`config.mk`:
```
export PLATFORM = sky130hd
export DESIGN_NAME = weight_bank
export DESIGN_NICKNAME = d
export VERILOG_FILES = /design/src/rtl/cnn_pkg.sv /design/src/rtl/weight_bank.sv
export SDC_FILE = /design/constraint.sdc
export NUM_CORES = 1
export LEC_CHECK = 0
export ABC_AREA = 1
export BUFFER_PORTS_ARGS = -buffer_cell sky130_fd_sc_hd__buf_2
export CAP_MARGIN = 20
export CORE_UTILIZATION = 30
export DETAILED_ROUTE_END_ITERATION = 8
export PLACE_DENSITY = 0.56
export SYNTH_ARGS = -nofsm -noshare
export SYNTH_HDL_FRONTEND = slang
export SYNTH_SLANG_ARGS = --single-unit
```
`constraint.sdc`:
```
create_clock -name clk -period 5.19 [get_ports clk]
set_input_delay 1.557 -clock clk [delete_from_list [all_inputs] [get_ports clk]]
set_output_delay 1.557 -clock clk [all_outputs]
set_load 0.05 [all_outputs]
```
`src/rtl/cnn_pkg.sv`:
```
package cnn_pkg;

    localparam int DATA_W    = 32;
    localparam int KERNEL    = 5;               // window side
    localparam int TAPS      = KERNEL * KERNEL;
    localparam int N_KERNELS = 6;
    localparam int N_WEIGHTS = TAPS * N_KERNELS; // length of the weight stream

    // pixels and results share one signed format
    typedef logic signed [DATA_W-1:0] pixel_t;

    // tap j sits at window row j/KERNEL, column j%KERNEL, row 0 oldest
    typedef pixel_t [TAPS-1:0] taps_t;

    // bit j of a kernel word weights tap j, 1 adds and 0 subtracts
    typedef logic [TAPS-1:0] kernel_w_t;

endpackage

```
`src/rtl/weight_bank.sv`:
```
`timescale 1ns/1ps

module weight_bank (
    input  logic               clk,
    input  logic               rstn,
    input  logic               weight_take,
    input  logic [7:0]         weight_idx,
    input  logic               weight_tdata,
    output cnn_pkg::kernel_w_t kernel_w [cnn_pkg::N_KERNELS]
);

    logic [2:0] k_sel;  // which kernel
    logic [4:0] b_sel;  // which tap inside it

    // 25 consecutive bits per kernel, kernel 0 first
    assign k_sel = 3'(weight_idx / cnn_pkg::TAPS);
    assign b_sel = 5'(weight_idx % cnn_pkg::TAPS);

    always_ff @(posedge clk) begin
        if (weight_take)
            kernel_w[k_sel][b_sel] <= weight_tdata;
    end

    a_idx_range: assert property (@(posedge clk) disable iff (!rstn)
        weight_take |-> weight_idx < 8'(cnn_pkg::N_WEIGHTS));

endmodule

```
; Yosys cells after proc, flatten, opt, wreduce, memory -nomap -nowiden
; Cells that the tools add are included.
[classes]
n_reduce_logical = 2
muxes = 5
magnitude_cmp = 4
bitwise_logic = 1
div_mod_pow = 2
[op_table]
columns = cell, n
row1 = bitwise mux 150 bit, 1
row2 = demux 25 bit (select 3 bit), 1
row3 = "divider 8 x 5 -> 32 bit, second input constant", 1
row4 = "modulo 8 x 5 -> 32 bit, second input constant", 1
row5 = 2-to-1 mux 25 bit, 1
row6 = "< comparator 5 x 6 -> 1 bit, second input constant", 1
row7 = demux 1 bit (select 5 bit), 1
row8 = "greater-or-equal comparator 5 x 1 -> 1 bit, second input constant", 1
row9 = "greater-or-equal comparator 4 bit, second input constant", 1
row10 = "< comparator 4 x 1 -> 1 bit, second input constant", 1
row11 = NOT 3 -> 4 bit, 1
row12 = logical AND 1 bit, 2
row13 = 2-to-1 mux 1 bit, 1
[totals]
wordCells = 20
reg_bits = 150
inputBits = 12
out_inout_bits = 150

; Depth between registers and ports, before layout
[logic_depth]
depth_word = 8
mapped_depth = 30
depth_no_buf = 27

; Least setup slack after synthesis
; OpenSTA, ideal clock, no wires.
[synth_timing]
path_type = input to register
startpoint = input weight_idx[4]
endpoint = register kernel_w[21] (netlist name) (enable)
cell_stages = 27
slack_ps = 98
path_buffers = 3
t_required_ps = 4885
arrival_ps = 4786
setup_ps = 305
path_cell_list = nor2_1 a21oi_1 ha_1 o21ai_2 nand3_4 nand2_1 nand2_1 inv_1 ha_1 nand4_1 nand2_1 nand2_2 nand3_4 buf_6 nand2_1 nand2_1 ha_1 nand3_1 nand2_2 nand3_2 buf_6 nand2_4 nand2_4 inv_2 nand3_4 buf_6 nor3_2
[synth_lines]
columns = element, line_no
row1 = start: declaration, weight_bank.sv:7  ; input logic [7:0] weight_idx,
row2 = end signal: indexed assignment, weight_bank.sv:21  ; kernel_w[k_sel][b_sel] <= weight_tdata;
row3 = end: declaration, weight_bank.sv:9  ; output cnn_pkg::kernel_w_t kernel_w [cnn_pkg::N_KERNELS]

==> flow_summary.yaml <==
floorplan:
  coreArea_sq_um: 22000
  die-area_sq_um: 23200
  die_h_um: 152
  fp.dieW_um: 152
  rows: 54
  ios: 162
  start_util: 0.308
timing:
  drv_slew: 0
  worstMarginPinSlew_ns: 0.598
  min_period_over_period: 0.941
  period_needed_ns: 4.88
  relSlewSlack: 0.601
  finalSetupViolCount: 0
  maxClockFrequency_mhz: 205
  hold_violations: 0
  rsz0062_at_grt: "yes"
  fin_tns_setup_ns: 0
worst_setup_path:
  crit_fanout: 8
  path_class: "in2reg"
  cp.arrival_ns: 5.00
  cp-start-kind: "input pin"
  critPathRequiredTime_ns: 5.31
  end_kind: "flop"
min_path:
  holdCritStartpoint: "weight_tdata"
  worst_hold_path.endpoint: "kernel_w[30]"
  hp-class: "in2reg"
  whs_path_depth: 1
placed_design:
  io_buffers: 160
  place_area_sq_um: 8300
  gp_congestion: 0.796
  dp_hpwl_mm: 11.4
run:
  maxCapViolations: 0
grt:
  antenna_found_initial: 2
  grt_max_degree: 65
  grt_first_pass_wirelength_mm: 26.3
  grt_overflow: 0
  grt_pass1_vias: 4555
  grt_use_total: 0.150
final_layout:
  largest_reg_flops: 150
  final_cell_mix: "159 x buf_2, 150 x edfxtp_1, 88 x nor2_1, 59 x nand2_1, 46 x nor3_2"
  syn2layout_area_growth_pct: 31.7
  post-route-util: 0.406
  final_common_cell: "buf_2"
  reg.largest.list: "kernel_w x150"
  finish.instance_area_sq_um: 8910
  drive_gt1_frac: 0.473
  fin_nets: 755
  regMostFlops: "kernel_w"
  fillers: 2112
power:
  vdd_drop_max_v: 0.000218
  powerDensity_nw_per_um2: 379
  p_leak_nw: 3.28
synthesis:
  syn_avg_cell_area_sq_um: 12.8
  synth_seq_cells: 150
  seq_area_frac_synth: 0.665
  ys_warn_count: 0
  syn_nets: 546
  synth_cell_types: 32
  synth_area_sq_um: 6770
  netlist_instances: 529
route:
  drc: 34
  first_pass_iters: 7
  num_vias: 4686
  ant_nets: 0
  avgViaCountPerCell: 4.54
  drt-total-wl_mm: 17.0
  drt-initial-drc-count: 242
  routedWlPerCell_um: 16.4
clock_tree:
  clk_pin_slew_ns: 0.07
  clock_path_buffers: 2
  cts_tree: "built"
  cts_buffers: 17
  root_buffer: "clkbuf_16"
  cts_setup_buffers: 0
  clock-sinks: 150
  htree_levels: 4
outcome:
  failed_checks: "design-rule violations"
  status: "finished with violations"
## routing by layer
layer	share of wire	routed length, um	vias to the layer above	global-route usage
met5	0.00047	8	-	0
met4	0.0064	108	2	0.0452
met3	0.048	819	8	0.0378
met2	0.49	8240	127	0.249
met1	0.46	7780	2271	0.193
li1	-	-	2278	-
## report_power, final
| part | internal [mW] | total [mW] | switching [mW] | leakage (nW) |
|---|---|---|---|---|
| Clock | 0.759 | 1.25 | 0.491 | 0.297 |
| Sequential | 1.34 | 1.35 | 0.00288 | 1.35 |
| Combinational | 0.251 | 0.779 | 0.528 | 1.63 |
## worst max-delay path: stages
cell	delay, ns
buf_2	0.11
nor2_1	0.15
a21oi_1	0.10
ha_1	0.29
o21ai_2	0.24
nand3_4	0.11
buf_12	0.14
o21ai_0	0.07
nand2_1	0.15
nor2_4	0.13
nand3_2	0.16
nand3_4	0.13
nand2_1	0.05
nand2_1	0.11
ha_1	0.19
nand3_1	0.11
nand2_2	0.08
buf_4	0.14
nand4_1	0.14
nand2_4	0.17
nand2_1	0.08
nor2_2	0.19
nand2_1	0.21
nor2_1	0.16
## cell type report
| class | count | area [sq um] | area share |
|---|---|---|---|
| Antenna cell | 1 | 2.50 | 0.000281 |
| Clock buffer | 17 | 425 | 0.0477 |
| Clock inverter | 15 | 179 | 0.0201 |
| Inverter | 34 | 129 | 0.0145 |
| Multi-Input combinational cell | 320 | 1960 | 0.220 |
| Sequential cell | 150 | 4500 | 0.505 |
| Tap cell | 280 | 350 | 0.0393 |
| Timing Repair Buffer | 215 | 1370 | 0.153 |
## worst max-delay path by stage
| stage | startpoint | end | slack [ns] |
|---|---|---|---|
| after global placement | weight_idx[4] | kernel_w[18] | -0.05 |
| after CTS | weight_idx[4] | kernel_w[0] | 0.33 |
| after global routing | weight_idx[4] | kernel_w[126] | -0.009 |
| final | weight_idx[4] | kernel_w[3] | 0.31 |
| after floorplan | weight_idx[4] | kernel_w[21] | 0.1 |
| after detailed placement | weight_idx[4] | kernel_w[0] | -0.12 |
## cells by family (layout without fill, tap and decap cells)
group | count (synthesis) | count (layout) | synth area share
AOI/OAI and AO/OA | 11 | 11 | 0.0105
and+or+nand+nor | 300 | 300 | 0.263
adders and majority gates | 5 | 5 | 0.00924
buffers and inverters | 59 | 281 | 0.0464
xor gates and xnor gates | 4 | 4 | 0.00517
DFF | 150 | 150 | 0.665
other | 0 | 1 | 0
## cell usage after synthesis, drive strengths merged
cell,n,share of area
ha,5,0.0092
nand2,82,0.058
nand4,17,0.017
clkinv,2,0.0013
nor3,74,0.089
nand3,25,0.033
buf,25,0.027
a21boi,1,0.0017
xnor2,2,0.0026
xor2,2,0.0026
nand3b,2,0.0022
a21oi,5,0.0037
edfxtp,150,0.67
a21o,1,0.0011
nor2,100,0.065
inv,32,0.018
o21ai,4,0.0041
## stage by stage
stage	setup slack, ns	power [mW]	hold WS, ns	instances
finish	0.309	3.38	1.68	1032
CTS	0.332	3.42	1.67	1031
global placement	-0.0460	2.16	2.09	999
detailed placement	-0.116	2.16	2.10	999
floorplan	0.0984	1.90	1.66	529
global route	-0.00934	3.52	1.68	1031
## repair_timing
action	4_1_cts	5_1_grt
setup endpoints to repair	0	1
gates resized for setup	0	2
hold buffers	0	0
Power figures use the tool's default switching activity.
