<file path="config.mk">
export PLATFORM = sky130hd
export DESIGN_NAME = line_window
export DESIGN_NICKNAME = d
export VERILOG_FILES = /design/src/rtl/cnn_pkg.sv /design/src/rtl/line_window.sv
export SDC_FILE = /design/constraint.sdc
export NUM_CORES = 2
export LEC_CHECK = 0
export BUFFER_PORTS_ARGS = -buffer_cell sky130_fd_sc_hd__clkbuf_2
export CORE_MARGIN = 2
export CORE_UTILIZATION = 30
export CTS_CLUSTER_SIZE = 8
export DETAILED_ROUTE_END_ITERATION = 8
export MAX_ROUTING_LAYER = met4
export SLEW_MARGIN = 20
export SYNTH_ARGS = -nofsm -noshare
export SYNTH_HDL_FRONTEND = slang
export SYNTH_SLANG_ARGS = --single-unit
</file>
<file path="constraint.sdc">
create_clock -name clk -period 2.2 [get_ports clk]
set_input_delay 0.33 -clock clk [delete_from_list [all_inputs] [get_ports clk]]
set_output_delay 0.33 -clock clk [all_outputs]
set_load 0.05 [all_outputs]
</file>
<file path="src/rtl/cnn_pkg.sv">
package cnn_pkg;

    localparam int DATA_W    = 32;
    localparam int KERNEL    = 5;               // window side
    localparam int TAPS      = KERNEL * KERNEL;
    localparam int N_KERNELS = 6;
    localparam int N_WEIGHTS = TAPS * N_KERNELS; // length of the weight stream

    // pixels and results share one signed format
    typedef logic signed [DATA_W-1:0] pixel_t;

    // tap j sits at window row j/KERNEL, column j%KERNEL, row 0 oldest
    typedef pixel_t [TAPS-1:0] taps_t;

    // bit j of a kernel word weights tap j, 1 adds and 0 subtracts
    typedef logic [TAPS-1:0] kernel_w_t;

endpackage

</file>
<file path="src/rtl/line_window.sv">
`timescale 1ns/1ps

module line_window #(
    parameter int IMG_W = 28
) (
    input  logic            clk,
    input  logic            rstn,
    input  logic            pixel_take,
    input  cnn_pkg::pixel_t image_tdata,
    output cnn_pkg::taps_t  taps
);

    localparam int K = cnn_pkg::KERNEL;

    // line_q[0] delays by one row, line_q[K-2] by four rows
    cnn_pkg::pixel_t line_q  [K-1][IMG_W];
    cnn_pkg::pixel_t win     [K][K];
    cnn_pkg::pixel_t new_col [K];

    always_ff @(posedge clk) begin
        if (pixel_take) begin
            line_q[0][0] <= image_tdata;
            for (int l = 1; l < K - 1; l++)
                line_q[l][0] <= line_q[l-1][IMG_W-1];  // cascade row to row
            for (int l = 0; l < K - 1; l++) begin
                for (int i = 1; i < IMG_W; i++)
                    line_q[l][i] <= line_q[l][i-1];
            end
        end
    end

    // incoming column, bottom row is the live pixel
    always_comb begin
        new_col[K-1] = image_tdata;
        for (int l = 0; l < K - 1; l++)
            new_col[K-2-l] = line_q[l][IMG_W-1];
    end

    always_ff @(posedge clk or negedge rstn) begin
        if (!rstn) begin
            for (int r = 0; r < K; r++) begin
                for (int c = 0; c < K; c++)
                    win[r][c] <= '0;
            end
        end else if (pixel_take) begin
            for (int r = 0; r < K; r++) begin
                for (int c = 0; c < K - 1; c++)
                    win[r][c] <= win[r][c+1];  // oldest column drops out at 0
                win[r][K-1] <= new_col[r];
            end
        end
    end

    always_comb begin
        for (int r = 0; r < K; r++) begin
            for (int c = 0; c < K; c++)
                taps[r*K + c] = win[r][c];
        end
    end

endmodule

</file>
* Yosys cells after proc, flatten, opt, wreduce, memory -nomap -nowiden *
Memories as Yosys holds them, arrays and structs flattened.
Index checks and enable logic that the tools add are counted.

word-level totals
  memories = 1
  flip-flop bits (word level) = 800
  word-level logic and storage cells = 28
  output and inout port bits = 800
  input port bits = 35
  RAM bits = 3584

cells by class
  mux-type cells = 2

memories
  memory  words  width  read ports  clocked after memory_dff  write ports  RTL line           RTL
  line_q  4      896    4           0                         4            line_window.sv:16  cnn_pkg::pixel_t line_q [K-1][IMG_W];

operator list
  cell     count
  $mux W1  2

* Longest topological paths before layout *
  word-level depth = 2
  mapped depth = 4
  depth with buffers taken out = 1

* Least setup slack after synthesis *
No wires, ideal clock.

  path type = in2reg
  start point = input port pixel_take
  end point = register win (netlist bit taps[768])
  required time = 2075 ps
  data arrival time = 1085 ps
  slack = 990 ps
  library setup time = 125 ps
  stages = 4
  path buffers = 3
  cells stage by stage = buf_6 > buf_6 > clkbuf_8 > mux2_2

RTL lines
  item                           RTL line           RTL
  start, declared                line_window.sv:8   input logic pixel_take,
  end signal, assigned by index  line_window.sv:48  win[r][c] <= win[r][c+1];
  end signal, assigned by index  line_window.sv:49  win[r][K-1] <= new_col[r];
  end, declared                  line_window.sv:17  cnn_pkg::pixel_t win [K][K];

No word-level cell between the ends.

* Worst setup path in the final report *
  start point = register win (netlist bit taps[739])
  end point = output port taps[739] (netlist name)

RTL lines
  item           RTL line           RTL
  end, declared  line_window.sv:10  output cnn_pkg::taps_t taps

No word-level cell between the ends.

==> results.md <==
* Run status: completed
* Post-synth top area share at 78.1%
* Fin. max-slew vios at 0
* Final Power at 209000 µW
* ANT nets after route at 0
* Kind of critical path: flop to output port
* Number of buffers added on ports at 834
* Root cell of the clock tree: clkbuf_16
* Fin crit share at 94.3%
* Final Setup Violations at 0
* CP Capture Type: output port
* DRC viols at 0
* Multiplexer area fraction after synthesis at 6.53%
* Global route overflow at 0
* Post-Synth Adder-Cell Area at 0%
* Post-synthesis simple-gate area fraction at 0%
* Crit path time final at 2.07 ns
* Worst-path clk slew at 0.05 ns
* Worst Path Required at 1.87 ns
* Clock Tree Buf Depth at 4
* DR pass1 iterations at 4
* Pwr/cell area at 1210 mW/mm²
* Synth top area cells: edfxtp_1 78%, dfrtp_1 15%, mux2_2 6.5%
* Cells after Synth at 5273
* Core Box Area at 0.457 mm²
* Max Clk Rate at 482 MHz
* Worst setup SP type: flop
* Post-route setup slack at 0.126 ns
* Worst EP arrival at 1.74 ns
* TritonCTS buffer count at 621
* Core Util, Final at 37.7%
* TritonCTS clock tree: yes
* Final hold vios at 0
* Cell taking the most area after synthesis: edfxtp_1
* Post-Place Setup Slack at 0.305 ns
* Critical-path maximum fanout at 3
* Setup TNS at 0 ns
* Overall routing resource usage at 9.29%
* Die Ht at 682 µm
* Leakage at 0.0623 µW
* Area of the die at 0.465 mm²
* Netlist cell types at 5
* Detailed router's first-iteration violation count at 3537
* Vias per inst at 4.02
* Rows at 248
* Vias in the first global route at 57181
* GPL Wtd Cong at 0.821
* # IOs at 835
* Slowest library cell on the worst path: dfrtp_1
* Synth Register Bits at 4384
* Finished Cell Area at 0.172 mm²
* DP Wirelength at 127 mm
* Average size of a mapped cell at 26.1 µm²
* Num Clock Sinks at 4384
* Nets at 7048
* Routed wire per std cell at 16.2 µm
* Rel. slew slack at 51.0%
* CP Cell Sequence: clkbuf_2
* Xor/xnor share of the synthesized area at 0%
* CP Buf/Inv Count at 1
* Largest net degree at the start of global routing at 96
* Seq/Total Area, Yosys at 92.6%
* Antenna violations before repair at 9
* Via Count at 54381
* Worst slew pin tran at 0.735 ns
* Post-Syn Nets at 5308
* Initial Util at 30.2%
* First-pass GRT wire length at 335 mm
* VDD IR max at 1.05 mV
* Max-cap violations at 0
* Largest family of logic cells by synthesized area: multiplexers
* DRT Wirelength at 219 mm
* Synthesized cell area at 0.138 mm²
* Placed Area at 0.152 mm²
* Synth Area in Compound Gates at 0%
* Skew-Pair Late Insertion Delay at 1.04 ns
* CTS H-Tree Depth at 6
* Hold WC Path Type: input port to flop
* Die width at 682 µm
* Yosys synthesis warning count at 0
* Area grow syn2layout at 24.9%
* RSZ-0062 raised after global routing: no
* CP peak stage delay at 0.39 ns
* Layout cell share with drive strength beyond 1 at 36.3%
* Crit path max-delay family: flip-flops
* Clk_skew at 0.0713 ns
-- path summary, 6_finish.rpt --
| check | slack (ns) | cells after the start | start | endpoint |
|---|---|---|---|---|
| worst min register to register | 0.35 | 0 | line_q[3][704]$_DFFE_PP_ | line_q[3][672]$_DFFE_PP_ |
| worst max register to register | 1.13 | 2 | taps[243]$_DFFE_PN0P_ | taps[211]$_DFFE_PN0P_ |
| min in group asynchronous | 0.18 | 3 | rstn | taps[248]$_DFFE_PN0P_ |
| worst min-delay path | 0.13 | 2 | image_tdata[31] | line_q[0][895]$_DFFE_PP_ |
| worst max-delay path | 0.13 | 1 | taps[739]$_DFFE_PN0P_ | taps[739] |
| max in group asynchronous | 1.23 | 4 | rstn | taps[618]$_DFFE_PN0P_ |
-- flip-flops by register name, indices dropped and copies added, names as in the netlist --
name and cells:
line_q 3584, taps 800
-- cell usage after synthesis (all sizes together) --
cell type and count:
dfrtp 800, mux2 800, clkbuf 80, buf 9, edfxtp 3584
-- area by class of cell --
type | count | area, µm²
clock buffer | 956 | 16900
fill | 40939 | 285000
multi-input combinational | 800 | 9010
sequential | 4384 | 128000
clock inverter | 62 | 1510
antenna | 2 | 5.00
tap | 6125 | 7660
timing repair buffer | 1206 | 9440
-- where the power goes --
| group | switching (µW) | internal, µW |
|---|---|---|
| registers | 3630 | 97300 |
| clock network | 34700 | 53200 |
| logic | 15000 | 5370 |
| total | 53300 | 156000 |
-- layer usage --
| layer | vias up | share of wire, % | GRT usage (%) |
|---|---|---|---|
| met2 | 1471 | 45 | 13.8 |
| met1 | 28024 | 44 | 11.8 |
| met4 | 0 | 4.3 | 4.33 |
| met5 | - | 0 | - |
| li1 | 24320 | - | - |
| met3 | 566 | 6.7 | 2.74 |
-- cell usage in the layout (no fill, tap or decap), types with 64 or more instances in the layout --
| cell | instances |
|---|---|
| buf_12 | 94 |
| buf_4 | 215 |
| clkbuf_1 | 329 |
| clkbuf_16 | 628 |
| clkbuf_2 | 609 |
| clkbuf_4 | 138 |
| clkbuf_8 | 83 |
| dfrtp_1 | 740 |
| dlygate4sd3_1 | 64 |
| edfxtp_1 | 3584 |
| mux2_2 | 800 |
-- cell families after synthesis --
family,after synthesis
buffers and inverters,89
multiplexers,800
flip-flops,4384
-- repair_timing --
action | 4_1_cts | 5_1_grt
setup buffers | 2 | 0
gates resized for setup | 370 | 1
endpoints found under the setup margin | 222 | 1
hold endpoints to repair | 938 | 0
hold buffers | 65 | 0
-- per-stage QoR --
| step | hold slack [ns] | instances |
|---|---|---|
| 2_1_floorplan | 0.0344 | 5273 |
| 3_3_place_gp | 0.361 | 12448 |
| 3_5_place_dp | 0.355 | 12448 |
| 4_1_cts | 0.00105 | 13533 |
| 5_1_grt | 0.0318 | 13533 |
| 6_report | 0.130 | 13535 |
Power figures use the tool's default switching activity.
