**src/rtl/cnn_ctrl.sv**
```systemverilog
`timescale 1ns/1ps

module cnn_ctrl (
    input  logic clk,
    input  logic rstn,
    input  logic start_cnn,
    input  logic weight_tvalid,
    input  logic image_tvalid,
    input  logic weights_full,
    input  logic last_pixel,
    input  logic window_valid,
    input  logic busy,
    output logic weight_tready,
    output logic image_tready,
    output logic weight_take,
    output logic pixel_take,
    output logic conv_start,
    output logic load,
    output logic cnn_done,
    output logic clear
);

    typedef enum logic [2:0] {idle, load_w, run, wait_res, done} state_t;

    state_t state;
    state_t state_nxt;
    logic   start_d;
    logic   start_edge;
    logic   last_seen;  // final pixel already taken
    logic   drained;    // nothing left in the conv pipe or the serializer

    assign start_edge = start_cnn && !start_d;
    assign clear      = (state == idle) && start_edge;
    assign drained    = !conv_start && !load && !busy;

    assign weight_tready = (state == load_w) && !weights_full;
    assign image_tready  = (state == run);
    assign weight_take   = weight_tvalid && weight_tready;
    assign pixel_take    = image_tvalid && image_tready;
    assign cnn_done      = (state == wait_res) && drained && last_seen;

    always_comb begin
        state_nxt = state;
        case (state)
            idle:     if (start_edge) state_nxt = load_w;
            load_w:   if (weights_full) state_nxt = run;
            run:      if (window_valid) state_nxt = wait_res;
            wait_res: begin
                if (drained) begin
                    if (last_seen)
                        state_nxt = done;
                    else
                        state_nxt = run;
                end
            end
            done:     state_nxt = idle; // one guard cycle, start still ignored
            default:  state_nxt = idle;
        endcase
    end

    always_ff @(posedge clk or negedge rstn) begin
        if (!rstn) begin
            state      <= idle;
            start_d    <= 1'b0;
            last_seen  <= 1'b0;
            conv_start <= 1'b0;
            load       <= 1'b0;
        end else begin
            state      <= state_nxt;
            start_d    <= start_cnn;
            conv_start <= window_valid;  // taps settle one cycle after the accept
            load       <= conv_start;
            if (clear)
                last_seen <= 1'b0;
            else if (pixel_take && last_pixel)
                last_seen <= 1'b1;
        end
    end

    // only one window may be in flight through kernels and serializer
    a_one_window: assert property (@(posedge clk) disable iff (!rstn)
        pixel_take |-> !conv_start && !load && !busy);

endmodule

```
**config.mk**
```make
export PLATFORM = sky130hd
export DESIGN_NAME = cnn_ctrl
export DESIGN_NICKNAME = d
export VERILOG_FILES = /design/src/rtl/cnn_ctrl.sv
export SDC_FILE = /design/constraint.sdc
export NUM_CORES = 1
export LEC_CHECK = 0
export BUFFER_PORTS_ARGS = -buffer_cell sky130_fd_sc_hd__buf_2
export CAP_MARGIN = 20
export CORE_AREA = 3 3 40 42
export CTS_CLUSTER_DIAMETER = 30
export DETAILED_ROUTE_END_ITERATION = 10
export DIE_AREA = 0 0 43 45
export HOLD_SLACK_MARGIN = 0.03
export PLACE_DENSITY_LB_ADDON = 0.15
export SLEW_MARGIN = 20
export SYNTH_ARGS = -nofsm -noshare
export SYNTH_HDL_FRONTEND = slang
export SYNTH_SLANG_ARGS = --single-unit
```
**constraint.sdc**
```tcl
create_clock -name clk -period 2.24 [get_ports clk]
set_input_delay 0.224 -clock clk [delete_from_list [all_inputs] [get_ports clk]]
set_output_delay 0.224 -clock clk [all_outputs]
set_load 0.01 [all_outputs]
```
# Word level (Yosys, flattened, before mapping)
# Index checks and enable logic that the tools add are counted.
op_classes:
  n_lt_le_gt_ge: 0
  n_shift: 0
  n_mul: 0
  n_div: 0
  bitwise_logic: 0
  addsub: 0
  n_reduce_logical: 18
  n_mux: 8
  eq_ne: 7
op_table:
  columns: ["operator", "count"]
  rows:
  - ["$mux W3", 5]
  - ["$pmux W3 S4", 1]
  - ["$logic_and A1 B1 Y1", 10]
  - ["$ne A2 B2 Y1 const B", 4]
  - ["$eq A3 B2 Y1 const B", 2]
  - ["$logic_not A1 Y1", 5]
  - ["$reduce_and A4 Y1", 1]
  - ["$eq A3 B1 Y1 const B", 1]
  - ["$logic_not A3 Y1", 1]
  - ["$mux W1", 2]
  - ["$reduce_bool A2 Y1", 1]
word_totals:
  mem_bits_ro: 0
  mem_bits_rw: 0
  register_bits: 7
  latchBits: 0
  inputBits: 9
  wordCells: 38
  mem_count: 0
  output_inout_bits: 8

# Depth between registers and ports, before layout
# Gate-level depths: netlist of the first run.
logic_depth:
  depth_word: 5
  ltp_mapped: 4
  depth_no_buf: 3

# Worst setup path before layout of the first run
# Ideal clock, no wire load.
synth_path:
  kind: "reg2out"
  from: "reg load"
  to: "out cnn_done"
  arrival_ps: 1140
  n_path_buf: 0
  t_required_ps: 2016
  slack_ps: 876
  stages_incl_launch_ff: 4
  path_cell_list: "dfrtp_1 > nor3_1 > nand2_1 > nor4_1"
synth_via:
  elab_chain_cells: 5
synth_rtl:
  columns: ["item", "line", "rtl"]
  rows:
  - ["start: declaration", "18", "output logic load,"]
  - ["start signal: assignment", "72", "load <= conv_start;"]
  - ["$logic_not A1 Y1", "34", "assign drained = !conv_start && !load && !busy;"]
  - ["$logic_and A1 B1 Y1 (2 in series)", "34", null]
  - ["$logic_and A1 B1 Y1 (2 in series)", "40", "assign cnn_done = (state == wait_res) && drained && last_seen;"]
  - ["end: declaration", "19", "output logic cnn_done,"]
# No other way between the ends.

# Worst setup path after layout of the first run
layout_path:
  from: "reg state[1]"
  to: "out clear"
layout_via:
  elab_chain_cells: 2
layout_rtl:
  columns: ["item", "line", "rtl"]
  rows:
  - ["start: declaration", "25", "state_t state;"]
  - ["start signal: assignment", "63", "state <= idle;"]
  - ["start signal: assignment", "69", "state <= state_nxt;"]
  - ["$logic_not A3 Y1", "33", "assign clear = (state == idle) && start_edge;"]
  - ["$logic_and A1 B1 Y1", "33", null]
  - ["end: declaration", "20", "output logic clear"]
# No other way between the ends.

==> results of run 1 <==
final cells by class:
class	instances	share of cell area, %
Multi-Input combinational cell	21	30.8
Sequential cell	7	38.1
Clock buffer	4	5.72
Tap cell	15	4.09
Timing Repair Buffer	17	19.6
Inverter	2	1.63
synthesized netlist by cell type:
master / instances
a31o_1: 1
a41oi_1: 1
and2b_1: 1
nand2_1: 3
clkbuf_1: 1
and3_2: 1
and2_1: 1
nor4_1: 2
inv_2: 1
nor2_1: 2
or3b_1: 1
a21oi_2: 1
inv_1: 1
a21o_1: 1
dfrtp_1: 7
a21oi_1: 1
nor4_2: 1
a211o_1: 1
nor3_1: 2
nor3_2: 1
cells by family after synthesis:
| logic type | after synthesis | share of synthesized area, % |
|---|---|---|
| compound gates | 6 | 14.5 |
| flops | 7 | 53.4 |
| simple gates | 15 | 28.6 |
| buf+inv | 3 | 3.43 |
stage by stage:
step,utilization [%],setup WS [ns],cells,hold WS (ns)
floorplan,-,0.876,31,-0.0716
global placement,32.9,0.825,61,0.0649
detailed placement,32.9,0.810,61,0.0688
CTS,35.7,0.530,66,0.0844
global route,35.7,0.359,66,0.0773
finish,35.7,0.542,66,0.0890
worst register-to-register path: stages, from the launching register on:
cell     delay (ns)
dfrtp_1        0.47
or3b_1         0.44
a21o_1         0.18
a21oi_2        0.10
flip-flops by register name, indices dropped and copies added, names as in the netlist:
name and cells:
state 3, conv_start 1, load 1, last_seen 1
start_d 1
path summary, 6_finish.rpt:
path | from | to | slack (ns)
worst min-delay path | start_cnn | start_d | 0.09
min in group asynchronous | rstn | state[1] | 0.33
worst min register to register | conv_start | load | 0.39
worst max register to register | state[1] | state[0] | 0.98
worst max-delay path | state[1] | clear | 0.54
max in group asynchronous | rstn | state[0] | 1.76
power by group through the flow:
stage / Sequential, mW / Clock [mW] / Combinational [mW]
2_1_floorplan: 0.196 / 0 / 0.125
3_3_place_gp: 0.211 / 0 / 0.170
3_5_place_dp: 0.215 / 0 / 0.172
4_1_cts: 0.212 / 0.118 / 0.175
5_1_grt: 0.220 / 0.126 / 0.196
6_report: 0.212 / 0.115 / 0.172
metal layers:
layer / part of all wire, % / vias to the layer above / global-route usage (%)
li1: - / 155 / -
met1: 40 / 141 / 11.2
met2: 51 / 9 / 16.8
met3: 7.1 / 2 / 2.79
met4: 1.8 / 0 / 9.04
met5: 0 / - / 0
repair_timing:
item | in CTS | in global routing
endpoints found under the hold margin | 7 | 0
hold buffers | 1 | 0
endpoints found under the setup margin | 0 | 0
==> impl_results.md, run 1 <==
- Status: finished clean
- Sw frac: 37.6%
- Cell area after layout: 459 um^2
- CP Max Fanout: 8
- Flop pwr share: 42.5%
- Total Power: 498 uW
- Power Dens Cells: 1080 nW/um^2
- Crit Path Category: reg2out
- Comb pwr share: 34.4%
- Cell-internal power: 311 uW
- Post-Syn Nets: 40
- Hold path cells: 1
- CP Capture Type: output port
- Crit. path cell count: 3
- Filler cell count: 134
- FF/Latch Area: 175 um^2
- Total Routing Usage GR: 10.4%
- Yosys cell types: 20
- Slew margin rel.: 78.1%
- Critical path's slowest cell: dfrtp_1
- Top delay family on crit path: simple AND/OR/NAND/NOR gates
- Post-Route WL: 773 um
- Register-to-Register Path Depth: 3
- Sinks on Clock Net: 7
- CTS Buf Count: 3
- Die W: 43 um
- First drt pass iteration count: 2
- Grt ovf: 0
- Top cells by area, synth: dfrtp_1, nor4_1, nor4_2
- HPWL Detailed: 648 um
- Setup repair bufs after CTS: 0
- Largest net degree at the start of global routing: 9
- Lkg Pwr: 0.233 nW
- First-pass GRT wire length: 1410 um
- Clock H-tree levels: 1
- Final period utilization: 75.8%
- DP Area: 423 um^2
- WP buf/inv: 1
- Starting density of the core: 25.5%
- Vias post-DR: 307
- Peak VDD IR: 0.339 mV
- Die Span Y: 45 um
- Seq/Total Area, Yosys: 53.4%
- Initial antenna violation count: 0
- Flops & latches, synth: 7
- Tightest Pin Transition: 0.326 ns
- Commonest non-fill, non-tap cell in the layout: buf_2
- Arr. time, crit path: 1.47 ns
- Power share of the clock group: 23.0%
- Max-slew violations: 0
- I/O Buffers: 16
- Share of layout cells above drive strength 1: 47.1%
- Warnings from Yosys: 0
- Share of the synthesized area in the top cell type: 53.4%
- Layout area overhead: 40.1%
- Wire length per cell: 11.7 um
- Clock slew at reported path FFs: 0.05 ns
- Post-Syn Instances: 31
- Net count, final: 61
- Full die area: 1940 um^2
- Root buffer cell: clkbuf_4
- Commonest non-fill, non-tap cells in the layout: buf_2, dfrtp_1, nand2_1, clkbuf_4
- Final hold vios: 0
- Net switching power: 187 uW
- Setup Skew: 0.00104 ns
- CTS tree: done
- Resize count post-CTS: 0
- Mapped Avg Cell Area: 10.6 um^2
- CP required: 2.02 ns
- Initial DRC Count: 3
- N_diodes: 0
- Tmin final: 1.70 ns
- Total negative slack: 0 ns
- Worst-path cell chain: or3b_1, nor3_2, buf_2
- Vias in the first global route: 322
- Mapped cell area: 328 um^2
- Clock Path Buffers: 2
- Fmax: 0.589 GHz
- Final ANT Viol Nets: 0
- Largest stage delay, worst path: 0.47 ns
- IO Pins: 17
- Row count: 13
- Core area: 1280 um^2
- Launching element type of the critical path: flop
- Clk Latency, worst-skew pair: 0.25 ns
- # Max-Cap Violations: 0
- Setup-failing EPs final: 0
- DR vias/cell: 4.65
- Cell taking the most area after synthesis: dfrtp_1
- Area of the multi-input gates: 141 um^2
- RSZ-0062 raised after global routing: no
- Hold Path Class: in2reg
- Final RePlAce weighted congestion: 0.775
- Remaining DRCs: 0
Note: power is estimated with default switching activity, not from simulation.
==> run 2, diff against run 1 <==
==> constraint.sdc (replaced) <==
create_clock -name clk -period 1.5 [get_ports clk]
set_input_delay 0.15 -clock clk [delete_from_list [all_inputs] [get_ports clk]]
set_output_delay 0.15 -clock clk [all_outputs]
set_load 0.01 [all_outputs]
==> impl_results.md, run 2 (synthesis results as in run 1) <==
- Status: finished clean
- Clock H-tree levels: 1 (unchanged)
- Setup-failing EPs final: 0 (unchanged)
- Net count, final: 66 (+8.2%)
- Final hold vios: 0 (unchanged)
- First drt pass iteration count: 2 (unchanged)
- Met2 usage: 13.2% (-3.6 points)
- N_diodes: 0 (unchanged)
- Grt ovf: 0 (unchanged)
- Lkg Pwr: 0.261 nW (+12%)
- Largest stage delay, worst path: 0.39 ns (-0.08 ns)
- Clock Path Buffers: 2 (unchanged)
- CP Max Fanout: 2 (-6)
- Tmin final: 1.45 ns
- Top delay family on crit path: simple AND/OR/NAND/NOR gates
- Total Routing Usage GR: 9.82% (-0.54 points)
- First-pass GRT wire length: 1370 um (-3.4%)
- CP Capture Type: output port
- Fmax: 0.690 GHz
- RSZ-0062 raised after global routing: yes
- Die W: 43 um (unchanged)
- Final RePlAce weighted congestion: 0.721 (-7.0%)
- Root buffer cell: clkbuf_4
- Starting density of the core: 25.5% (unchanged)
- Total Power: 825 uW (+66%)
- Hold Path Class: in2reg
- Wire length per cell: 11.3 um (-3.4%)
- Max-slew violations: 0 (unchanged)
- GR Util met1: 12.3% (+1.1 points)
- IO Pins: 17 (unchanged)
- CTS Buf Count: 3 (unchanged)
- Commonest non-fill, non-tap cells in the layout: buf_2, dfrtp_1, clkbuf_4, dlygate4sd3_1, buf_4
- Core area: 1280 um^2 (unchanged)
- Share of layout cells above drive strength 1: 58.9% (+12 points)
- CP required: 1.35 ns (-0.67 ns)
- Initial DRC Count: 2 (-1)
- Row count: 13 (unchanged)
- CTS tree: done
- I/O Buffers: 16 (unchanged)
- Slew margin rel.: 85.2% (+7.1 points)
- # Max-Cap Violations: 0 (unchanged)
- Critical path's slowest cell: or3b_4
- Max reg flops: 3 (unchanged)
- Final ANT Viol Nets: 0 (unchanged)
- Initial antenna violation count: 0 (unchanged)
- Arr. time, crit path: 1.30 ns (-0.17 ns)
- Tightest Pin Transition: 0.220 ns (-0.106 ns)
- Launching element type of the critical path: flop
- Fin util: 42.2% (+6.4 points)
- Largest register by flop count: state
- Die Span Y: 45 um (unchanged)
- Crit Path Category: reg2out
- Commonest non-fill, non-tap cell in the layout: buf_2
- Vias in the first global route: 326 (+1.2%)
- Remaining DRCs: 0 (unchanged)
- Met3 Use GR: 4.38% (+1.6 points)
- WP buf/inv: 1 (unchanged)
- Layout area overhead: 65.3%
- Setup Skew: 0.00541 ns (+0.00437 ns)
- Power Dens Cells: 1520 nW/um^2 (+40%)
- Final period utilization: 96.6%
- Post-Route WL: 803 um (+3.9%)
- Vias post-DR: 332 (+8.1%)
- Sinks on Clock Net: 7 (unchanged)
- Clock slew at reported path FFs: 0.06 ns (about the same)
- DR vias/cell: 4.68 (+0.53%)
- GRT busiest layer: met2
- Full die area: 1940 um^2 (unchanged)
- Worst-path cell chain: or3b_4, nor3_4, buf_2
- Clk Latency, worst-skew pair: 0.25 ns (about the same)
- Largest net degree at the start of global routing: 9 (unchanged)
- Peak VDD IR: 0.498 mV (+47%)
==> run 2: stage by stage <==
stage / hold WS [ns] / std cells / area, um^2 / setup slack [ns] / setup TNS, ns
detailed placement: -0.00493 / 63 / 438 / 0.191 / 0
CTS: 0.173 / 70 / 503 / -0.0000365 / -0.0000365
finish: 0.195 / 71 / 542 / 0.0504 / 0
floorplan: -0.146 / 31 / 328 / 0.210 / 0
global route: 0.202 / 71 / 542 / -0.0300 / -0.0504
global placement: -0.00889 / 63 / 438 / 0.243 / 0
==> run 2: worst paths after layout <==
path	start	end	slack [ns]	cells past startpoint
worst min register to register	last_seen	state[2]	0.56	2
worst max-delay path	state[1]	clear	0.05	3
worst max register to register	state[1]	state[0]	0.32	4
worst min-delay path	busy	state[2]	0.20	4
max in group asynchronous	rstn	state[2]	1.08	2
min in group asynchronous	rstn	state[2]	0.25	2
==> run 2: layer usage <==
layer | part of all wire, % | vias to the layer above | wire length, um
li1 | - | 162 | -
met4 | 1.7 | 0 | 14
met3 | 7.3 | 4 | 59
met5 | 0 | - | 0
met1 | 42 | 156 | 338
met2 | 49 | 10 | 391
==> run 2: timing repair <==
item / 4_1_cts / 5_1_grt
endpoints found under the hold margin: 9 / 0
pin swaps: 0 / 3
hold buffers: 3 / 0
buffers inserted: 0 / 1
gates resized for setup: 2 / 6
endpoints found under the setup margin: 2 / 4
==> run 2: layout make-up <==
type / count / area (um^2)
multi-input combinational: 21 / 179
inverter: 2 / 7.51
sequential: 7 / 176
clock inverter: 1 / 5.00
tap: 15 / 18.8
timing repair buffer: 22 / 133
clock buffer: 3 / 22.5
fill: 142 / 743
==> run 2: worst register-to-register path, cell delays in order (launching register included) <==
cell and delay [ns]:
dfrtp_1 0.34, buf_4 0.16, and2b_1 0.20, a211o_1 0.28, a21oi_2 0.13
==> run 2: report_power, final <==
group          switching [mW]  total [mW]  internal (mW)
sequential             0.0401       0.276          0.236
combinational           0.202       0.378          0.176
clock                  0.0732       0.171         0.0975
total                   0.315       0.825          0.509
