[src/rtl/cnn_pkg.sv]
package cnn_pkg;

    localparam int DATA_W    = 32;
    localparam int KERNEL    = 5;               // window side
    localparam int TAPS      = KERNEL * KERNEL;
    localparam int N_KERNELS = 6;
    localparam int N_WEIGHTS = TAPS * N_KERNELS; // length of the weight stream

    // pixels and results share one signed format
    typedef logic signed [DATA_W-1:0] pixel_t;

    // tap j sits at window row j/KERNEL, column j%KERNEL, row 0 oldest
    typedef pixel_t [TAPS-1:0] taps_t;

    // bit j of a kernel word weights tap j, 1 adds and 0 subtracts
    typedef logic [TAPS-1:0] kernel_w_t;

endpackage

[src/rtl/result_serializer.sv]
`timescale 1ns/1ps

module result_serializer (
    input  logic            clk,
    input  logic            rstn,
    input  logic            load,
    input  cnn_pkg::pixel_t sums [cnn_pkg::N_KERNELS],
    output logic            result_tvalid,
    output cnn_pkg::pixel_t result_tdata,
    output logic            busy
);

    cnn_pkg::pixel_t hold [cnn_pkg::N_KERNELS];
    logic [2:0]      idx;  // kernel currently on the port

    always_ff @(posedge clk) begin
        if (load)
            hold <= sums;
    end

    always_ff @(posedge clk or negedge rstn) begin
        if (!rstn) begin
            busy <= 1'b0;
            idx  <= '0;
        end else if (load) begin
            busy <= 1'b1;
            idx  <= '0;
        end else if (busy) begin
            if (idx == 3'(cnn_pkg::N_KERNELS - 1)) begin
                busy <= 1'b0;
                idx  <= '0;
            end else begin
                idx <= idx + 3'd1;
            end
        end
    end

    assign result_tvalid = busy;
    assign result_tdata  = hold[idx];

    a_no_overrun: assert property (@(posedge clk) disable iff (!rstn) load |-> !busy);

endmodule

[config.mk]
export PLATFORM = sky130hd
export DESIGN_NAME = result_serializer
export DESIGN_NICKNAME = d
export VERILOG_FILES = /design/src/rtl/cnn_pkg.sv /design/src/rtl/result_serializer.sv
export SDC_FILE = /design/constraint.sdc
export NUM_CORES = 1
export LEC_CHECK = 0
export ABC_CLOCK_PERIOD_IN_PS = 2500
export BUFFER_PORTS_ARGS = -buffer_cell sky130_fd_sc_hd__buf_2
export CAP_MARGIN = 30
export CORE_MARGIN = 1.5
export CORE_UTILIZATION = 30
export CTS_CLUSTER_DIAMETER = 200
export DETAILED_ROUTE_END_ITERATION = 8
export PLACE_DENSITY = 0.56
export SYNTH_ARGS = -nofsm -noshare
export SYNTH_HDL_FRONTEND = slang
export SYNTH_SLANG_ARGS = --single-unit
[constraint.sdc]
create_clock -name clk -period 2.5 [get_ports clk]
set_clock_uncertainty 0.15 [all_clocks]
set_input_delay 0.75 -clock clk [delete_from_list [all_inputs] [get_ports clk]]
set_output_delay 0.75 -clock clk [all_outputs]
set_load 0.02 [all_outputs]
### After elaboration in Yosys (flattened, before gate mapping)

Index checks and enable logic that the tools add are counted.

| operators by class | value |
|---|---|
| multiply operators | 0 |
| equal/unequal tests | 1 |
| muxes and demuxes | 9 |
| $lt $le $gt $ge | 1 |
| reduce and logical (&&, ||, !) cells | 1 |
| div/mod/pow operators | 0 |
| bitwise gates (word level) | 1 |
| shift-type cells | 0 |
| $add $sub $neg | 1 |

Operators with widths:

| cell | number |
|---|---|
| $bmux W32 S3 | 1 |
| $mux W32 | 2 |
| $mux W3 | 3 |
| $ge A4 B4 Y1 const B | 1 |
| $not A3 Y4 | 1 |
| $add A3 B1 Y3 const B | 1 |
| $eq A3 B3 Y1 const B | 1 |
| $mux W1 | 3 |
| $reduce_bool A2 Y1 | 1 |

| storage, ports and cells | value |
|---|---|
| memories | 0 |
| bits in registers | 196 |
| latch bits | 0 |
| logic and storage cells | 22 |
| ROM bits | 0 |
| memory bits (writable) | 0 |
| input port bits | 195 |
| output and inout bits | 34 |

### Logic depth before layout (Yosys ltp)

Gate-level depths: netlist of the first run.

| logic depth | value |
|---|---|
| depth after elaboration | 4 |
| gate-level depth with buffers | 6 |
| gate-level depth less buffers | 3 |

### Worst setup path before layout of the first run

Ideal clock, no wire load.

| timing path | value |
|---|---|
| kind | flip-flop to output port |
| from | register idx[1] |
| to | output result_tdata[31] |
| data arrival time | 1.192 ns |
| stages on the path, launching flop included | 6 |
| slack | 0.408 ns |
| required time | 1.600 ns |
| buffers on the path | 2 |
| cell sequence | dfrtp_1 -> buf_6 -> buf_8 -> mux2_4 -> nand2_1 -> o221ai_1 |

| between the ends | value |
|---|---|
| cells in the longest elaborated chain, start to end | 4 |

RTL lines:

| element | RTL line | text |
|---|---|---|
| start, declared | result_serializer.sv:14 | `logic [2:0] idx;` |
| start signal, assigned | result_serializer.sv:33 | `idx <= idx + 3'd1;` |
| $not A3 Y4 (not written as such) | result_serializer.sv:39 | `assign result_tdata = hold[idx];` |
| $bmux W32 S3 | result_serializer.sv:39 |  |
| $mux W32 (not written as such) (2 in a row) | result_serializer.sv:39 |  |
| end, declared | result_serializer.sv:9 | `output cnn_pkg::pixel_t result_tdata,` |

Every way passes these cells. The select of a mux whose other input is x is not followed.

### Worst setup path after layout of the first run

| timing path | value |
|---|---|
| from | register idx[1] |
| to | output result_tdata[9] |

Same word-level chain as after synthesis.

==> summary.md, run 1 <==
| Metric | Value |
|---|---|
| Outcome | finished, violations left |
| Violations in the final reports | setup timing |
| Starting Density | 30.80% |
| Synth cell types | 22 |
| Avg Vias per Cell | about 4.5 |
| Final min period | roughly 2.7 ns |
| Pwr Density | between 700 and 800 mW/mm² |
| Port Buffers | about 230 |
| RSZ-0062 raised after global routing | true |
| ANT nets after route | 0 |
| Cell Chain, Critical Path | buf_12 > mux2_2 > nand2_1 > o221ai_2 > buf_2 |
| Final WL | between 15 and 20 mm |
| Critical R2R Capture | busy |
| Iter 0 DRT Violations | roughly 250 |
| Maximum clock rate | between 300 and 400 MHz |
| Placed cells | approximately 960 |
| Global-route usage over all layers | between 10% and 20% |
| Total power draw | 7.832 mW |
| Final Instance Area | 0.01027 mm² |
| Drt first pass iters | 4 |
| CP Class | reg -> out |
| Initial antenna violation count | 2 |
| Synth top area share | approximately three quarters |
| Kind of cell adding the most delay to the critical path | flip-flops |
| Maximum VDD drop | between 300 and 400 µV |
| Root buffer cell | clkbuf_16 |
| Global route overflow | 0 |
| Worst-Margin Slew | around 0.43 ns |
| Comb pwr share | between 10% and 20% |
| Crit path DAT | between 1.5 and 2 ns |
| Compound-Gate Fraction of Synth Area | roughly 6.2% |
| Register bit count reported by yosys | 196 |
| Commonest non-fill, non-tap cell in the layout | buf_2 |
| # DRC | 0 |
| TritonCTS Buffers | 17 |
| Max-cap violation count | 0 |
| DIE WIDTH | about 160 µm |
| CTS Sinks | between 150 and 200 |
| Origin of the critical flop-to-flop path | idx[1] |
| Nets | between 800 and 900 |
| Number of global-route vias before repair | 4707 |
| Sequential element share of the synthesized area | 75.19% |
| Hold crit path type | in -> reg |
| Clock share of power | 33.6% |
| Drt wl/cell | between 15 and 20 µm |
| Commonest non-fill, non-tap cells in the layout | buf_2, edfxtp_1, mux2i_1 |
| Synthesized cell area | ~0.0078 mm² |
| Synth Area in XOR/XNOR | less than 1% |
| Endpoint class of the critical path | output port |
| Syn-to-layout area delta | 31.71% |
| Share of layout cells above drive strength 1 | between 50 and 60% |
| I/O Pins | about 230 |
| Hold EP | hold[158] |
| Placed Area | between 0.009 and 0.01 mm² |
| Final setup viols | 32 |
| Simple-gate share of the synthesized area | approximately 2.2% |
| Final setup margin | -0.2414 ns |
| Crit path buffers/inverters | 2 |
| Htree depth | 4 |
| Critical Path RT | between 1.5 and 2 ns |
| Pin count of the biggest net entering global routing | 43 |
| Die height | approximately 160 µm |
| Top cells by area, synth | edfxtp_1, mux2i_1, o221ai_2, mux2_1, mux2_4 |
| Internal reg-to-reg setup slack | 1.04 ns |
| Mux share of post-synthesis cell area | 13.49% |
| Core ar. | about 0.025 mm² |
| Top cell type by total area after synthesis | edfxtp_1 |
| Die ar. | 0.02698 mm² |
| Fillers | 2352 |
| Cell count after synthesis | roughly 400 |
| Max Buffers Root-to-Sink | 2 |
| Reg2reg path depth | 4 |
| Slew headroom | ~72% |
| Final period utilization | 109.7% |
| Non-filler instance count after layout | around 990 |
| Global-route wire length before repair | approximately 26 mm |
| Hold path cells | 1 |
| Hold path startpoint | sums[158] |
| Post-Syn Area per Cell | about 20 µm² |
| FP Rows | 58 |
| Slew Limit Fails | 0 |
| Slowest CP cell | dfrtp_4 |
| Largest family of logic cells by synthesized area | multiplexers |
| Final hold vios | 0 |
| Final Wtd Congestion | about 0.76 |
| Clock Latency Late Sink | about 0.42 ns |
| Syn nets | 589 |
| Seq pwr share | 50.7% |
| CTS tree | yes |
| LEAKAGE | 3.981 nW |
| DP HPWL | 12.35 mm |
| Ys Warns | 0 |
| Sw Pwr | 2.023 mW |
| Sw frac | 25.82% |
| CP Max Fanout | 24 |
| Clock Pin Slew Worst Setup and Hold Paths | around 0.080 ns |
| Via count | approximately 4400 |
| Area share of fa/ha/maj cells after synthesis | 0% |
| Crit path largest cell delay | 0.47 ns |
| Type of origin of the critical path | flop |
| Pint | ~5.8 mW |
==> layer usage <==
layer	routed length (µm)	up-vias	GRT usage, %
li1	-	2085	-
met1	7820	2170	16.59
met2	8783	148	20.91
met3	1180	16	4.141
met4	232	2	4.091
met5	7	-	0
==> cell families after synthesis <==
family	after synthesis
AO/OA/AOI/OAI	34
XOR/XNOR	1
buffers and inverters	24
flip-flops	196
multiplexers	97
AND/OR/NAND/NOR	42
==> state kept, by name, summed over array words and instances, names as in the netlist <==
register and cells:
idx 3, busy 1, hold 192
==> power groups by stage <==
stage	clock (mW)	sequential [mW]	combinational [mW]
floorplan	0	4.01	0.667
global route	2.85	4.00	1.32
detailed placement	0	4.05	1.13
CTS	2.73	3.97	1.20
finish	2.63	3.97	1.23
global placement	0	4.03	1.12
==> area by class of cell <==
cell class	count	area (µm²)	area share, %
Timing Repair Buffer	260	1604	15.61
Sequential cell	196	5872	57.15
Clock buffer	17	425.4	4.140
Clock inverter	14	137.6	1.339
Inverter	1	3.754	0.03653
Tap cell	330	412.9	4.018
Antenna cell	1	2.502	0.02435
Multi-Input combinational cell	174	1817	17.68
==> Yosys cell counts (all sizes together) <==
master  instances
a21oi           1
o221ai         32
xnor2           1
nand2          34
inv             1
edfxtp        192
dfrtp           4
mux2i          65
buf            23
mux2           32
o21ai           1
nand2b          3
nor2            4
nand4b          1
==> metrics by stage <==
step	setup TNS (ns)	util (%)	setup WS, ns	hold WS (ns)
floorplan	0	-	0.4082	0.3044
global placement	0	37.49	0.04089	0.4067
detailed placement	0	37.49	0.02141	0.4084
CTS	-7.538	40.22	-0.2672	0.3119
global route	-9.042	40.56	-0.3251	0.3055
finish	-6.201	40.57	-0.2414	0.3402
==> what timing repair did <==
action / CTS / global route
hold endpoints to repair: 4 / 0
endpoints found under the setup margin: 32 / 32
hold buffers: 1 / 0
setup buffers: 3 / 0
pin swaps: 1 / 0
cloned: 0 / 2
gates resized for setup: 30 / 15
==> worst max path at each step <==
stage	endpoint	startpoint	cells past startpoint	slack (ns)
after global placement	result_tdata[0]	idx[1]	5	0.04
final	result_tdata[9]	idx[1]	5	-0.24
after floorplan	result_tdata[31]	idx[1]	5	0.41
after CTS	result_tdata[26]	idx[1]	5	-0.27
after global routing	result_tdata[15]	idx[1]	5	-0.33
after detailed placement	result_tdata[0]	idx[1]	5	0.02
No activity file was read; power rests on OpenSTA's default activity.
==> run 2, diff against run 1 <==
BUFFER_PORTS_ARGS = -buffer_cell sky130_fd_sc_hd__buf_4   (was -buffer_cell sky130_fd_sc_hd__buf_2)
==> run 2 against run 1 <==
The run still ends with setup timing left. Critical endpoint is now result_tdata[16]. Worst hold slack worse by 0.0017 ns. Highest routed layer is now met4. Critical path type unchanged. Wire length up 7.1%. Sequential power about the same. Maximum frequency shrank 1.7%. Via count up 2.4%. First-iteration DRC count decreased by 8.7%. Sequential share of layout area fell by 4.4 points.
==> summary.md, run 2 (synthesis gave the netlist of run 1 again) <==
| Metric | Value |
|---|---|
| Top Registers | hold: 192 flops, idx: 3 flops, busy: 1 flops |
| Maximum VDD drop | ~300 µV |
| Hold path cells | 1 |
| Global route overflow | 0 |
| Hold crit path type | in -> reg |
| Final Instance Area | 0.01113 mm² |
| Worst-Margin Slew | 0.3982 ns |
| Port Buffers | ~230 |
| RSZ-0062 raised after global routing | true |
| Crit path buffers/inverters | 3 |
| Nets | 858 |
| Max Buffers Root-to-Sink | 2 |
| CP Max Fanout | 11 |
| Htree depth | 4 |
| Endpoint class of the critical path | output port |
| Final min period | 2.789 ns |
| Final hold vios | 0 |
| LEAKAGE | between 4 and 5 nW |
| TritonCTS Buffers | 17 |
| Cell Chain, Critical Path | buf_6 > clkbuf_16 > mux2_4 > nand2_2 > o221ai_2 > buf_4 |
| Share of layout cells above drive strength 1 | 58.58% |
| Origin of the critical flop-to-flop path | idx[1] |
| Hold EP | hold[19] |
| Reg2reg path depth | 5 |
| Internal reg-to-reg setup slack | between 0.9 and 1 ns |
| Final period utilization | 111.6% |
| Final setup margin | -0.2891 ns |
| Starting Density | 30.80% |
| Crit path DAT | about 1.9 ns |
| Initial antenna violation count | 0 |
| Type of origin of the critical path | flop |
| DP HPWL | 12.89 mm |
| CP Class | reg -> out |
| Hold path startpoint | sums[19] |
| Crit path largest cell delay | 0.51 ns |
| # DRC | 0 |
| Global-route wire length before repair | about 27 mm |
| Number of global-route vias before repair | between 4000 and 5000 |
| CTS tree | yes |
| Fillers | ~2200 |
| FP Rows | 58 |
| Final WL | 19.30 mm |
| Global-route usage over all layers | between 10 and 15% |
| Root buffer cell | clkbuf_16 |
| Drt first pass iters | 4 |
| Hold slack | 0.3386 ns |
| Drt wl/cell | 19.19 µm |
| Diodes inserted | 0 |
| Commonest non-fill, non-tap cell in the layout | buf_4 |
| Core ar. | 0.02533 mm² |
| Kind of cell adding the most delay to the critical path | flip-flops |
| Final Wtd Congestion | ~0.74 |
| Iter 0 DRT Violations | 231 |
| Avg Vias per Cell | 4.501 |
| I/O Pins | around 230 |
| Setup TNS | -8.197 ns |
| Critical Path RT | 1.60 ns |
| Clock Latency Late Sink | 0.43 ns |
| ANT nets after route | 0 |
| CTS Sinks | roughly 200 |
| Max FFs per register | 192 |
| Pin count of the biggest net entering global routing | between 70 and 80 |
| Slew headroom | between 70% and 80% |
| Setup WS pre-CTS | approximately 0.13 ns |
| Violations in the final reports | setup timing |
| Maximum clock rate | about 360 MHz |
| Slew Limit Fails | 0 |
| Via count | roughly 4500 |
| Final Util | 43.94% |
| Clock Pin Slew Worst Setup and Hold Paths | about 0.080 ns |
| Final setup viols | 32 |
| Placed Area | about 0.01 mm² |
| Top reg by flops | hold |
| Max-cap violation count | 0 |
| Outcome | finished, violations left |
| Die ar. | 0.02698 mm² |
| Pwr Density | slightly above 700 mW/mm² |
| Commonest non-fill, non-tap cells in the layout | buf_4, edfxtp_1, mux2i_1 |
| Syn-to-layout area delta | 42.65% |
| Slowest CP cell | dfrtp_4 |
| DIE WIDTH | between 150 and 200 µm |
| Die height | 164.3 µm |
| Critical R2R Capture | busy |
-- run 2: changes by cell type in the layout (fill, tap and decap cells not counted), sizes merged, moves of 2 or more --
| cell | change |
|---|---|
| buf | +10 |
| clkinv | +6 |
| inv | -6 |
| clkbuf | +2 |
-- run 2: worst register-to-register path: stages, from the launching register on --
cell,delay (ns)
dfrtp_4,0.51
buf_6,0.16
nand2b_4,0.19
buf_16,0.19
o21ai_0,0.16
nand2b_1,0.07
-- run 2: report_power, final --
part	total, mW	switching, mW	internal, mW	leakage (nW)
Combinational	1.49	0.689	0.797	2.12
Sequential	3.96	0.0717	3.89	1.92
Clock	2.63	1.31	1.32	0.272
-- run 2: layer usage --
| metal | routed length [µm] | GRT usage, % |
|---|---|---|
| met1 | 8542 | 18.49 |
| met2 | 9363 | 22.88 |
| met3 | 1159 | 3.485 |
| met4 | 236 | 4.421 |
| met5 | 0 | 0 |
-- run 2: layout make-up --
type,count,area (µm²),area share (%)
tap,330,412.9,3.710
timing repair buffer,273,2385,21.43
multi-input combinational,174,1878,16.88
clock inverter,15,151.4,1.360
sequential,196,5872,52.77
inverter,1,3.754,0.03373
clock buffer,17,425.4,3.823
-- run 2: stage by stage --
step | std cells | power (mW)
5_1_grt | 1006 | 8.395
6_report | 1006 | 8.078
3_3_place_gp | 954 | 5.307
3_5_place_dp | 954 | 5.333
2_1_floorplan | 394 | 4.679
4_1_cts | 997 | 8.089
-- run 2: worst max path at each step --
| stage | end | from | cells after the start |
|---|---|---|---|
| 2_1_floorplan | result_tdata[31] | idx[1] | 5 |
| 3_3_place_gp | result_tdata[0] | idx[1] | 5 |
| 3_5_place_dp | result_tdata[0] | idx[1] | 5 |
| 4_1_cts | result_tdata[11] | idx[1] | 5 |
| 5_1_grt | result_tdata[7] | idx[1] | 6 |
| 6_report | result_tdata[16] | idx[1] | 6 |
-- run 2: repair_timing --
| item | 4_1_cts | 5_1_grt |
|---|---|---|
| gates resized for setup | 31 | 30 |
| buffers inserted | 7 | 6 |
| hold buffers | 1 | 0 |
| cloned | 3 | 4 |
| endpoints found under the hold margin | 4 | 0 |
| pin swaps | 1 | 10 |
| setup endpoints to repair | 32 | 32 |
==> run 3, diff against run 2 <==
CAP_MARGIN = 20   (was 30)
TNS_END_PERCENT = 50   (was not set)
==> run 3 against run 2 <==
The flow still finishes with violations (setup timing). Combinational power is 3% lower. Non-clock buffer count is 9 lower. Clock power barely moved. Wire length decreased by 0.96%. Final area is 0.98% lower. Via count is 0.49% lower. Critical path depth is the same. Critical path type unchanged. Largest power group unchanged. Highest routed layer unchanged.
==> summary.md, run 3 (synthesis gave the netlist of run 1 again) <==
| Metric | Value |
|---|---|
| Final period utilization | 111.7% |
| Kind of cell adding the most delay to the critical path | flip-flops |
| Global route overflow | 0 |
| Syn-to-layout area delta | 41.25% |
| Drt wl/cell | between 15 and 20 µm |
| Violations in the final reports | setup timing |
| Slew Limit Fails | 0 |
| Final hold vios | 0 |
| Die height | between 150 and 200 µm |
| FP Rows | just under 60 |
| Cell Chain, Critical Path | buf_12 > clkbuf_16 > mux2_4 > nand2_2 > o221ai_2 > buf_4 |
| Port Buffers | ~230 |
| Sequential cell area | roughly 0.0059 mm² |
| Share of layout cells above drive strength 1 | 57.87% |
| Clock Latency Late Sink | about 0.42 ns |
| Die ar. | approximately 0.027 mm² |
| Nets | around 850 |
| Commonest non-fill, non-tap cells in the layout | buf_4, edfxtp_1, mux2i_1 |
| Max Buffers Root-to-Sink | 2 |
| ANT nets after route | 0 |
| Hold slack | roughly 0.34 ns |
| Non-filler instance count after layout | about 1000 |
| # DRC | 0 |
| Final Wtd Congestion | between 0.7 and 0.8 |
| Pin count of the biggest net entering global routing | 77 |
| Endpoint class of the critical path | output port |
| Worst-Margin Slew | approximately 0.40 ns |
| Final min period | approximately 2.8 ns |
| Slew headroom | 73.41% |
| Final setup margin | -0.2936 ns |
| LEAKAGE | approximately 4.2 nW |
| Top reg by flops | hold |
| Global-route wire length before repair | 26.59 mm |
| Final Util | around 44% |
| CTS Sinks | 196 |
| Initial antenna violation count | 0 |
| Top Registers | hold: 192 flops, idx: 3 flops, busy: 1 flops |
| Area of the multi-input gates | approximately 0.0019 mm² |
| Drt first pass iters | 4 |
| Maximum VDD drop | approximately 300 µV |
| DIE WIDTH | ~160 µm |
| Iter 0 DRT Violations | 270 |
| Number of global-route vias before repair | around 4700 |
| RSZ-0062 raised after global routing | true |
| Maximum clock rate | approximately 360 MHz |
| Global-route usage over all layers | 13.57% |
| Clock Pin Slew Worst Setup and Hold Paths | 0.08 ns |
| Fillers | ~2200 |
| Diodes inserted | 0 |
| Root buffer cell | clkbuf_16 |
| I/O Pins | 229 |
| Crit path DAT | ~1.9 ns |
| Total power draw | between 8 and 9 mW |
| CP Class | reg -> out |
| Final setup viols | 32 |
| Starting Density | 30.80% |
| Avg Vias per Cell | ~4.5 |
| Final WL | around 19 mm |
| Max-cap violation count | 0 |
| Outcome | finished, violations left |
| Max FFs per register | approximately 190 |
| CTS tree | yes |
| Hold crit path type | in -> reg |
| Crit path buffers/inverters | 3 |
| Htree depth | 4 |
| CP Max Fanout | 11 |
| Commonest non-fill, non-tap cell in the layout | buf_4 |
| Crit path largest cell delay | 0.51 ns |
| Placed cells | between 900 and 1000 |
| Pwr Density | 728.8 mW/mm² |
| Type of origin of the critical path | flop |
| Slowest CP cell | dfrtp_4 |
| Via count | 4506 |
| Core ar. | 0.02533 mm² |
| TritonCTS Buffers | 17 |
| DP HPWL | between 10 and 15 mm |
| Critical Path RT | 1.60 ns |
-- run 3: worst register-to-register path: stages, from the launching register on --
cell and delay (ns):
dfrtp_4 0.51, buf_6 0.15, nand2b_4 0.19, buf_6 0.18
o21ai_0 0.15, nand2b_1 0.07
-- run 3: worst paths after layout --
kind	startpoint	to	slack (ns)	cells past startpoint
min in group asynchronous	rstn	idx[1]	0.52	2
worst max register to register	idx[1]	busy	0.99	5
worst max-delay path	idx[1]	result_tdata[16]	-0.29	6
worst min-delay path	sums[19]	hold[19]	0.34	1
worst min register to register	idx[2]	idx[2]	0.50	2
max in group asynchronous	rstn	idx[0]	1.56	2
-- run 3: cell type report --
type	instances	area share, %
Tap cell	330	3.747
Inverter	1	0.03406
Sequential cell	196	53.29
Timing Repair Buffer	264	20.60
Clock buffer	17	3.861
Multi-Input combinational cell	174	17.10
Clock inverter	15	1.374
-- run 3: report_power, final --
group / internal (mW) / switching, mW / total, mW / leakage, nW
Clock: 1.32 / 1.30 / 2.63 / 0.272
Combinational: 0.759 / 0.682 / 1.44 / 2.05
Sequential: 3.89 / 0.0720 / 3.96 / 1.92
Total: 5.97 / 2.06 / 8.03 / 4.24
-- run 3: metrics by stage --
step / TNS, ns / area (µm²) / setup slack (ns)
after detailed placement: 0 / 10080 / 0.1268
after floorplan: 0 / 7801 / 0.4082
after global placement: 0 / 10080 / 0.1068
after CTS: -8.972 / 10790 / -0.3060
final: -8.325 / 11020 / -0.2936
after global routing: -10.28 / 11020 / -0.3616
-- run 3: timing repair --
action                                  CTS  global route
hold buffers                              1             0
endpoints found under the hold margin     4             0
gates cloned                              1             4
buffers inserted                          4             2
pin swaps                                 3             1
endpoints found under the setup margin   32            32
resized for setup                        15            42
-- run 3: metal layers --
layer / global-route usage (%) / routed length [µm]
met5: 0 / 0
met4: 4.711 / 236
met3: 3.333 / 1118
met2: 22.06 / 9322
met1: 17.65 / 8439
